===== src/hw/icache_pkg.sv =====
package icache_pkg;

    // address and word width
    localparam int xlen = 32;

    // cache geometry, direct mapped, 32 x 8 bytes
    localparam int num_lines   = 32;
    localparam int index_bits  = 5;
    localparam int tag_bits    = 8;
    localparam int offset_bits = 3;

    localparam int mem_tag_bits = 4;          // memory transaction tag
    localparam int block_bits   = 2 * xlen;   // two words per block

    // address field positions
    localparam int word_sel_bit = 2;                       // picks upper or lower word
    localparam int index_lsb    = offset_bits;
    localparam int tag_lsb      = offset_bits + index_bits; // tag only covers bits 15:8

    typedef logic [xlen-1:0]             addr_t;
    typedef logic [xlen-1:0]             word_t;
    typedef logic [block_bits-1:0]       block_t;
    typedef logic [xlen-offset_bits-1:0] block_addr_t;  // address without byte offset
    typedef logic [index_bits-1:0]       line_index_t;
    typedef logic [tag_bits-1:0]         line_tag_t;
    typedef logic [mem_tag_bits-1:0]     mem_tag_t;     // zero means no transaction

    // store encoding exists on the bus, never issued here
    typedef enum logic [1:0] {
        bus_none  = 2'h0,
        bus_load  = 2'h1,
        bus_store = 2'h2
    } bus_command_t;

    typedef struct packed {
        logic      valid;
        line_tag_t tag;
        block_t    data;
    } icache_line_t;

    // cache to memory
    typedef struct packed {
        bus_command_t command;
        addr_t        addr;
    } mem_req_t;

    // memory to cache
    typedef struct packed {
        mem_tag_t response;        // accept tag, same cycle as request
        logic     response_valid;
        mem_tag_t data_tag;        // tag of the block on data
        block_t   data;
    } mem_rsp_t;

    // controller to line array
    typedef struct packed {
        logic        enable;
        line_index_t index;
        line_tag_t   tag;
        block_t      data;
    } fill_t;

    typedef enum logic [1:0] {
        st_idle,
        st_request,
        st_wait_data
    } ctrl_state_t;

endpackage

===== src/hw/icache.sv =====
// instruction cache top
// 32 lines x 8 bytes, direct mapped, one word per lookup
// hit path is combinational, misses go out on the tagged memory bus
module icache
    import icache_pkg::*;
(
    input  logic     clock,
    input  logic     reset,

    // fetch side
    input  addr_t    fetch_addr,
    output word_t    fetch_word,
    output logic     fetch_valid,   // word is good this cycle

    // commit side
    input  logic     mispredict,

    // memory side
    output mem_req_t mem_req,
    input  mem_rsp_t mem_rsp
);

    line_index_t  line_index;   // lookup -> array
    icache_line_t read_line;    // array -> lookup
    fill_t        fill;         // ctrl -> array

    icache_ctrl ctrl_i (
        .clock      (clock),
        .reset      (reset),
        .mispredict (mispredict),
        .fetch_addr (fetch_addr),
        .hit        (fetch_valid),   // hit is the fetch valid
        .mem_rsp    (mem_rsp),
        .mem_req    (mem_req),
        .fill       (fill)
    );

    icache_array array_i (
        .clock     (clock),
        .reset     (reset),
        .index     (line_index),
        .read_line (read_line),
        .fill      (fill)
    );

    // tag compare stays inside lookup
    icache_lookup lookup_i (
        .fetch_addr (fetch_addr),
        .read_line  (read_line),
        .index      (line_index),
        .tag        (),
        .word       (fetch_word),
        .hit        (fetch_valid)
    );

endmodule


===== src/hw/icache_ctrl.sv =====
// miss handling
// idle -> request (until accepted) -> wait for tagged data -> fill
module icache_ctrl
    import icache_pkg::*;
(
    input  logic     clock,
    input  logic     reset,
    input  logic     mispredict,   // from commit, kills the miss in flight
    input  addr_t    fetch_addr,
    input  logic     hit,          // from lookup
    input  mem_rsp_t mem_rsp,
    output mem_req_t mem_req,
    output fill_t    fill
);

    ctrl_state_t state;
    ctrl_state_t next_state;

    block_addr_t prev_block;    // block address seen last cycle
    addr_t       miss_addr;     // aligned address of the outstanding miss
    mem_tag_t    cur_mem_tag;   // accepted transaction, zero when none

    logic addr_changed;
    logic abandon;
    logic accepted;
    logic data_match;

    // any change of block address counts, even inside the same line
    assign addr_changed = fetch_addr[xlen-1:offset_bits] != prev_block;

    // fetch moved on or commit flushed, drop whatever is in flight
    assign abandon = addr_changed || mispredict;

    // nonzero response in the same cycle as the load
    assign accepted = (state == st_request) && !abandon
                      && mem_rsp.response_valid && (mem_rsp.response != '0);

    // returning block belongs to our transaction
    assign data_match = (state == st_wait_data) && !abandon
                        && (mem_rsp.data_tag == cur_mem_tag);

    always_comb begin
        next_state = state;
        case (state)
            st_idle: begin
                // one idle cycle registers the new address first
                if (!hit && !mispredict) begin
                    next_state = st_request;
                end
            end
            st_request: begin
                if (abandon) begin
                    next_state = st_idle;
                end else if (accepted) begin
                    next_state = st_wait_data;
                end
                // rejected, stay and retry next cycle
            end
            st_wait_data: begin
                if (abandon || data_match) begin
                    next_state = st_idle;   // line hits from the next cycle on
                end
            end
            default: begin
                next_state = st_idle;
            end
        endcase
    end

    always_ff @(posedge clock) begin
        if (reset) begin
            state       <= st_idle;
            prev_block  <= '0;
            cur_mem_tag <= '0;
        end else begin
            state      <= next_state;
            prev_block <= fetch_addr[xlen-1:offset_bits];

            // a late fill with a dropped tag matches nothing
            if (abandon || data_match) begin
                cur_mem_tag <= '0;
            end else if (accepted) begin
                cur_mem_tag <= mem_rsp.response;
            end
        end
    end

    // miss address, tracked while idle, frozen for the rest of the miss
    always_ff @(posedge clock) begin
        if (state == st_idle) begin
            miss_addr <= {fetch_addr[xlen-1:offset_bits], {offset_bits{1'b0}}};
        end
    end

    // load held every cycle until accepted, withdrawn on abandon
    always_comb begin
        if ((state == st_request) && !abandon) begin
            mem_req.command = bus_load;
        end else begin
            mem_req.command = bus_none;
        end
        mem_req.addr = miss_addr;
    end

    // fill uses the recorded miss, not the live fetch address
    always_comb begin
        fill.enable = data_match;
        fill.index  = miss_addr[index_lsb +: index_bits];
        fill.tag    = miss_addr[tag_lsb +: tag_bits];
        fill.data   = mem_rsp.data;
    end

endmodule


===== src/hw/icache_array.sv =====
// line storage: valid bits in flops with reset,
// tag and data in plain arrays that only the fill writes
module icache_array
    import icache_pkg::*;
(
    input  logic         clock,
    input  logic         reset,
    input  line_index_t  index,       // read address from lookup
    output icache_line_t read_line,
    input  fill_t        fill         // write port from the controller
);

    logic [num_lines-1:0] valid_bits;
    line_tag_t            tag_mem  [num_lines];
    block_t               data_mem [num_lines];

    // valid bits, cleared on reset
    always_ff @(posedge clock) begin
        if (reset) begin
            valid_bits <= '0;   // whole cache invalid
        end else if (fill.enable) begin
            valid_bits[fill.index] <= 1'b1;
        end
    end

    // tag and block payload
    always_ff @(posedge clock) begin
        if (fill.enable) begin
            tag_mem[fill.index]  <= fill.tag;
            data_mem[fill.index] <= fill.data;
        end
    end

    // async read, a fill shows up the cycle after its edge
    always_comb begin
        read_line.valid = valid_bits[index];
        read_line.tag   = tag_mem[index];
        read_line.data  = data_mem[index];
    end

endmodule


===== src/hw/icache_lookup.sv =====
// combinational tag check and word select for the current fetch
module icache_lookup
    import icache_pkg::*;
(
    input  addr_t        fetch_addr,
    input  icache_line_t read_line,   // line at index, from the array
    output line_index_t  index,
    output line_tag_t    tag,
    output word_t        word,
    output logic         hit
);

    logic word_sel;   // high word of the block
    logic tag_match;

    // address fields
    // bits above the tag field are not compared, so addresses alias every 64 KiB
    assign index    = fetch_addr[index_lsb +: index_bits];
    assign tag      = fetch_addr[tag_lsb +: tag_bits];
    assign word_sel = fetch_addr[word_sel_bit];

    assign tag_match = read_line.tag == tag;

    // the only hit condition in the design
    assign hit = read_line.valid && tag_match;

    // little endian block, word 0 in the low half
    always_comb begin
        if (word_sel) begin
            word = read_line.data[xlen +: xlen];
        end else begin
            word = read_line.data[0 +: xlen];
        end
    end

endmodule


===== config.mk =====
export PLATFORM = sky130hd
export DESIGN_NAME = icache
export DESIGN_NICKNAME = d
export VERILOG_FILES = /design/src/hw/icache_pkg.sv /design/src/hw/icache.sv /design/src/hw/icache_ctrl.sv /design/src/hw/icache_array.sv /design/src/hw/icache_lookup.sv
export SDC_FILE = /design/constraint.sdc
export NUM_CORES = 2
export LEC_CHECK = 0
export ABC_AREA = 0
export ABC_CLOCK_PERIOD_IN_PS = 6450
export BUFFER_PORTS_ARGS = -buffer_cell sky130_fd_sc_hd__buf_2
export CORE_MARGIN = 4
export CORE_UTILIZATION = 39
export CTS_CLUSTER_DIAMETER = 60
export CTS_CLUSTER_SIZE = 10
export DETAILED_ROUTE_END_ITERATION = 6
export PLACE_DENSITY_LB_ADDON = 0.2
export SETUP_SLACK_MARGIN = 0.15
export SYNTH_ARGS = -nofsm -noshare
export SYNTH_HDL_FRONTEND = slang
export SYNTH_SLANG_ARGS = --single-unit

===== constraint.sdc =====
create_clock -name clock -period 6.45 [get_ports clock]
set_clock_uncertainty 0.1 [all_clocks]
set_input_delay 1.29 -clock clock [delete_from_list [all_inputs] [get_ports clock]]
set_output_delay 1.29 -clock clock [all_outputs]
set_load 0.005 [all_outputs]

==> flow_results.org <==
** Run status
- Result of the run :: finished clean

** Power and ir drop
- Of the total power, the share spent switching nets is 0.201.
- Leakage power total :: 0.0328 uW
- Reported net switching power :: 6540 uW
- The share of total power dissipated in combinational logic is 0.043.
- Of the total power, registers draw 0.528.
- Power density normalized to cell area :: 308 nW/um^2
- Internal power :: 26000 uW
- VDD sags by at most 0.000335 V.
- Clock share of power :: 0.429
- The completed layout was analyzed and its total power is 32500 uW.

** Global route
- The via count of the first global-routing pass came to 43300.
- Global-route congestion overflow total :: 0
- Wire length of the first global-routing pass :: 336000 um
- The number of antenna violations at the first check in global routing came to 38.
- Largest net degree at the start of global routing :: 71
- In the global route stage, overall resource usage came out at 0.195.

** Synth
- Fraction of synthesis flops using an asynchronous set or reset pin :: 0
- Share of synthesized cell area in full adder, half adder and majority cells :: 0
- Number of different library cells in the post-synthesis netlist :: 48
- After synthesis, the mean cell area works out to 24.3 sq um.
- Synth warn :: 0
- For this run, the leading register cell type out of synthesis is sky130_fd_sc_hd__edfxtp_1.
- Synth Instances :: 3755
- Synth Cell Area :: 91300 sq um
- Seq/Total Area, Yosys :: 0.782
- Xor and xnor fraction of the mapped netlist area :: 0.00384
- In this run, synthesis produced a sequential element count of 2400.
- Of the total synthesized cell area, the portion taken by AND, OR, NAND and NOR gates is 0.0128.
- The complex-gate fraction of the synthesized area is 0.00633.
- Share of cell area taken by muxes after synthesis :: 0.184
- By area, the combinational part of the netlist is dominated by multiplexers.
- Counting flops with a built-in enable in the synthesized netlist gives 2333.

** Die
- Floorplan core area :: 233000 sq um
- The initial utilization of the core area, before any placement, comes to 0.392.
- Row cnt :: 177
- 175 I/O pins were placed.
- Overall die area :: 242000 sq um
- The die is 492 um wide.
- The floorplan step set the die height to 492 um.

** Placed design
- IO Port Bufs :: 168
- HPWL after detailed placement :: 122000 um
- Routability-driven placement finished with a final weighted congestion of 0.726.
- Placed Instances :: 7032

** CTS
- After clock tree synthesis, the setup repair step added 0 buffers.
- After clock tree synthesis, the repair step resized 0 gates.
- Clock-pin slew was measured on the worst setup and hold paths at 50 ps.
- Worst-Skew Late Latency :: 900 ps
- The number of clock buffers added by TritonCTS is 292.
- Clk buf depth :: 4
- Hold repair after CTS inserted 0 buffers.
- The H-tree was split into 5 levels.
- Root Buffer :: sky130_fd_sc_hd__clkbuf_16
- Sinks on the clock net :: 2400
- TritonCTS built the clock tree.

** Layout
- Share of layout cells above drive strength 1 :: 0.336
- Compared with the post-synthesis result, the final layout area differs by 15.7%.
- Non-filler cells, final :: 7369
- At the end of the flow the core is filled with cells to 0.454.
- NumNets Final :: 4302

** Worst hold path
- Cell depth of the worst hold path :: 2
- Class of the worst hold path :: reg2reg

** Routing
- Summing over every cut layer, the via total after detailed routing is 42100.
- Drt pass-1 iters :: 5
- Vias per cell :: 5.72
- After detailed routing, the total wire length is 236000 um.
- Dividing the detail-routed wire length by the instance count gives 32.1 um.
- The detailed router finished its first iteration with 4519 violations.
- The detail route stage leaves a number of antenna-violating nets equal to 0.
- DRC Markers :: 0

** Critical path
- Measured in cells, the most critical reg-to-reg path has a length of 9.
- CP Max Fanout :: 38
- Worst endpoint data arrival time :: 4290 ps
- Data on the critical path is required at its endpoint by 5060 ps.
- The critical path is of the in2out type.
- The worst setup path is captured at a primary output.
- STA classifies the critical path startpoint as an input port.

** Flow run
- Maximum Capacitance Violations :: 0

** STA
- Transition time of the tightest slew-check pin :: 1220 ps
- The final count of pins violating max slew was 0.
- Clock period minus final worst setup slack :: 5680 ps
- Setup repair after global routing left no endpoint under its margin.
- Total Negative Setup Slacks :: 0 ps
- Fmax :: 0.176 GHz
- Hold Violations, Final :: 0
- Hold is met by 368 ps.
- Measured against its own limit, the worst slew margin works out to 0.186.
- Fin crit share :: 0.880
- Final setup violation count :: 0
worst paths after layout:
path / from / to / slack, ps
worst max-delay path: fetch_addr[3] / fetch_valid / 770
worst min-delay path: array_i.valid_bits[31]$_SDFFE_PP0N_ / array_i.valid_bits[31]$_SDFFE_PP0N_ / 370
worst max register to register: ctrl_i.prev_block[18]$_SDFF_PP0_ / array_i.data_mem[23][63]$_DFFE_PP_ / 2790
worst min register to register: array_i.valid_bits[31]$_SDFFE_PP0N_ / array_i.valid_bits[31]$_SDFFE_PP0N_ / 370
through the flow:
step           setup WS, ps  area, sq um
6_report                771       106000
5_1_grt                 627       106000
4_1_cts                 749       106000
3_5_place_dp            754        98000
3_3_place_gp            702        98000
2_1_floorplan          -160        91300
sequential cells by signal, summed over array words and instances, names as in the netlist:
signal and count:
ctrl_i.prev_block 29, array_i.valid_bits 32, array_i.tag_mem 256, array_i.data_mem 2048, ctrl_i.state 2, ctrl_i.cur_mem_tag 4, ctrl_i.miss_addr 29
layer usage:
layer	track usage	routed length, um	up-vias
met3	0.0343	14100	371
li1	-	-	16900
met2	0.312	114000	1475
met5	0	127	-
met4	0.0441	4480	18
met1	0.283	103000	23300
cells in the mapped netlist (2+ instances only):
library cell                count  area share
sky130_fd_sc_hd__a211oi_1       4     0.00033
sky130_fd_sc_hd__a21oi_1       38      0.0021
sky130_fd_sc_hd__a22oi_1       10     0.00082
sky130_fd_sc_hd__a31oi_1        3     0.00021
sky130_fd_sc_hd__a32oi_1        4     0.00038
sky130_fd_sc_hd__and2_1         2     0.00014
sky130_fd_sc_hd__and3_1         2     0.00014
sky130_fd_sc_hd__buf_1         29      0.0012
sky130_fd_sc_hd__buf_2        116      0.0064
sky130_fd_sc_hd__buf_4         17      0.0014
sky130_fd_sc_hd__buf_6          7     0.00086
sky130_fd_sc_hd__clkbuf_1      32      0.0013
sky130_fd_sc_hd__dfxtp_1       67       0.015
sky130_fd_sc_hd__edfxtp_1    2333        0.77
sky130_fd_sc_hd__inv_1          4     0.00016
sky130_fd_sc_hd__mux2_2        15      0.0018
sky130_fd_sc_hd__mux2i_1       50      0.0055
sky130_fd_sc_hd__mux4_2       715        0.18
sky130_fd_sc_hd__nand2_1       34      0.0014
sky130_fd_sc_hd__nand2b_1      12     0.00082
sky130_fd_sc_hd__nand3_1       16     0.00088
sky130_fd_sc_hd__nand4_1       14     0.00096
sky130_fd_sc_hd__nor2_1        91      0.0037
sky130_fd_sc_hd__nor2b_1       41      0.0028
sky130_fd_sc_hd__nor3_1         4     0.00022
sky130_fd_sc_hd__nor3b_1        3     0.00025
sky130_fd_sc_hd__nor4_1         4     0.00027
sky130_fd_sc_hd__nor4_2         2     0.00027
sky130_fd_sc_hd__o2111ai_1      3     0.00029
sky130_fd_sc_hd__o211ai_1       8     0.00066
sky130_fd_sc_hd__o21ai_0        9     0.00049
sky130_fd_sc_hd__o221ai_1       2     0.00019
sky130_fd_sc_hd__o22ai_1        7     0.00048
sky130_fd_sc_hd__or2_2          2     0.00014
sky130_fd_sc_hd__or3_1          4     0.00027
sky130_fd_sc_hd__xnor2_1       20      0.0019
sky130_fd_sc_hd__xor2_1        20      0.0019
worst max-delay path: stages:
cell                       delay (ps)
sky130_fd_sc_hd__buf_8            360
sky130_fd_sc_hd__buf_12           270
sky130_fd_sc_hd__buf_4            260
sky130_fd_sc_hd__mux2i_1          110
sky130_fd_sc_hd__o221ai_1         230
sky130_fd_sc_hd__o22ai_1          130
sky130_fd_sc_hd__a32oi_1          710
sky130_fd_sc_hd__nor2_1           110
sky130_fd_sc_hd__nor4b_2          420
sky130_fd_sc_hd__and3_1           220
sky130_fd_sc_hd__buf_2            130
cell usage in the layout, fill, tap and decap left out, drive strengths merged, types with 8 or more instances in the layout:
cell type  netlist  layout
o21ai            9       9
nand4           14      14
nand3           16      16
edfxtp        2333    2333
buf            169     343
nand2b          12      12
nor2            91      91
mux2            15      15
a21oi           38      38
mux4           715     715
mux2i           50      50
clkbuf          32     324
xnor2           20      20
dfxtp           67      67
nor2b           41      41
o211ai           8       8
nand2           34      34
a22oi           10      10
xor2            20      20
layout make-up:
class                   instances  area [sq um]
repair buffers                343          3500
flip-flops and latches       2400         71400
inverters                       5          18.8
diodes                          5          12.5
clock inverters                 8          58.8
fillers                     19200        127000
clock buffers                 324          7640
well taps                    3132          3920
multi-input cells            1152         19100
power by group through the flow:
stage          sequential, uW  combinational, uW  clock, uW
2_1_floorplan           17500                825          0
3_3_place_gp            17500               1430          0
3_5_place_dp            17500               1440          0
4_1_cts                 17200               1450      14300
5_1_grt                 17200               1510      14900
6_report                17200               1410      14000
cells by family (layout without fill, tap and decap cells):
logic type,after synthesis,count (layout)
flops,2400,2400
mux,780,780
simple gates,236,236
buf+inv,206,680
compound gates,92,92
xor+xnor,40,40
other cells,1,9
(Power assumes the default switching activity.)
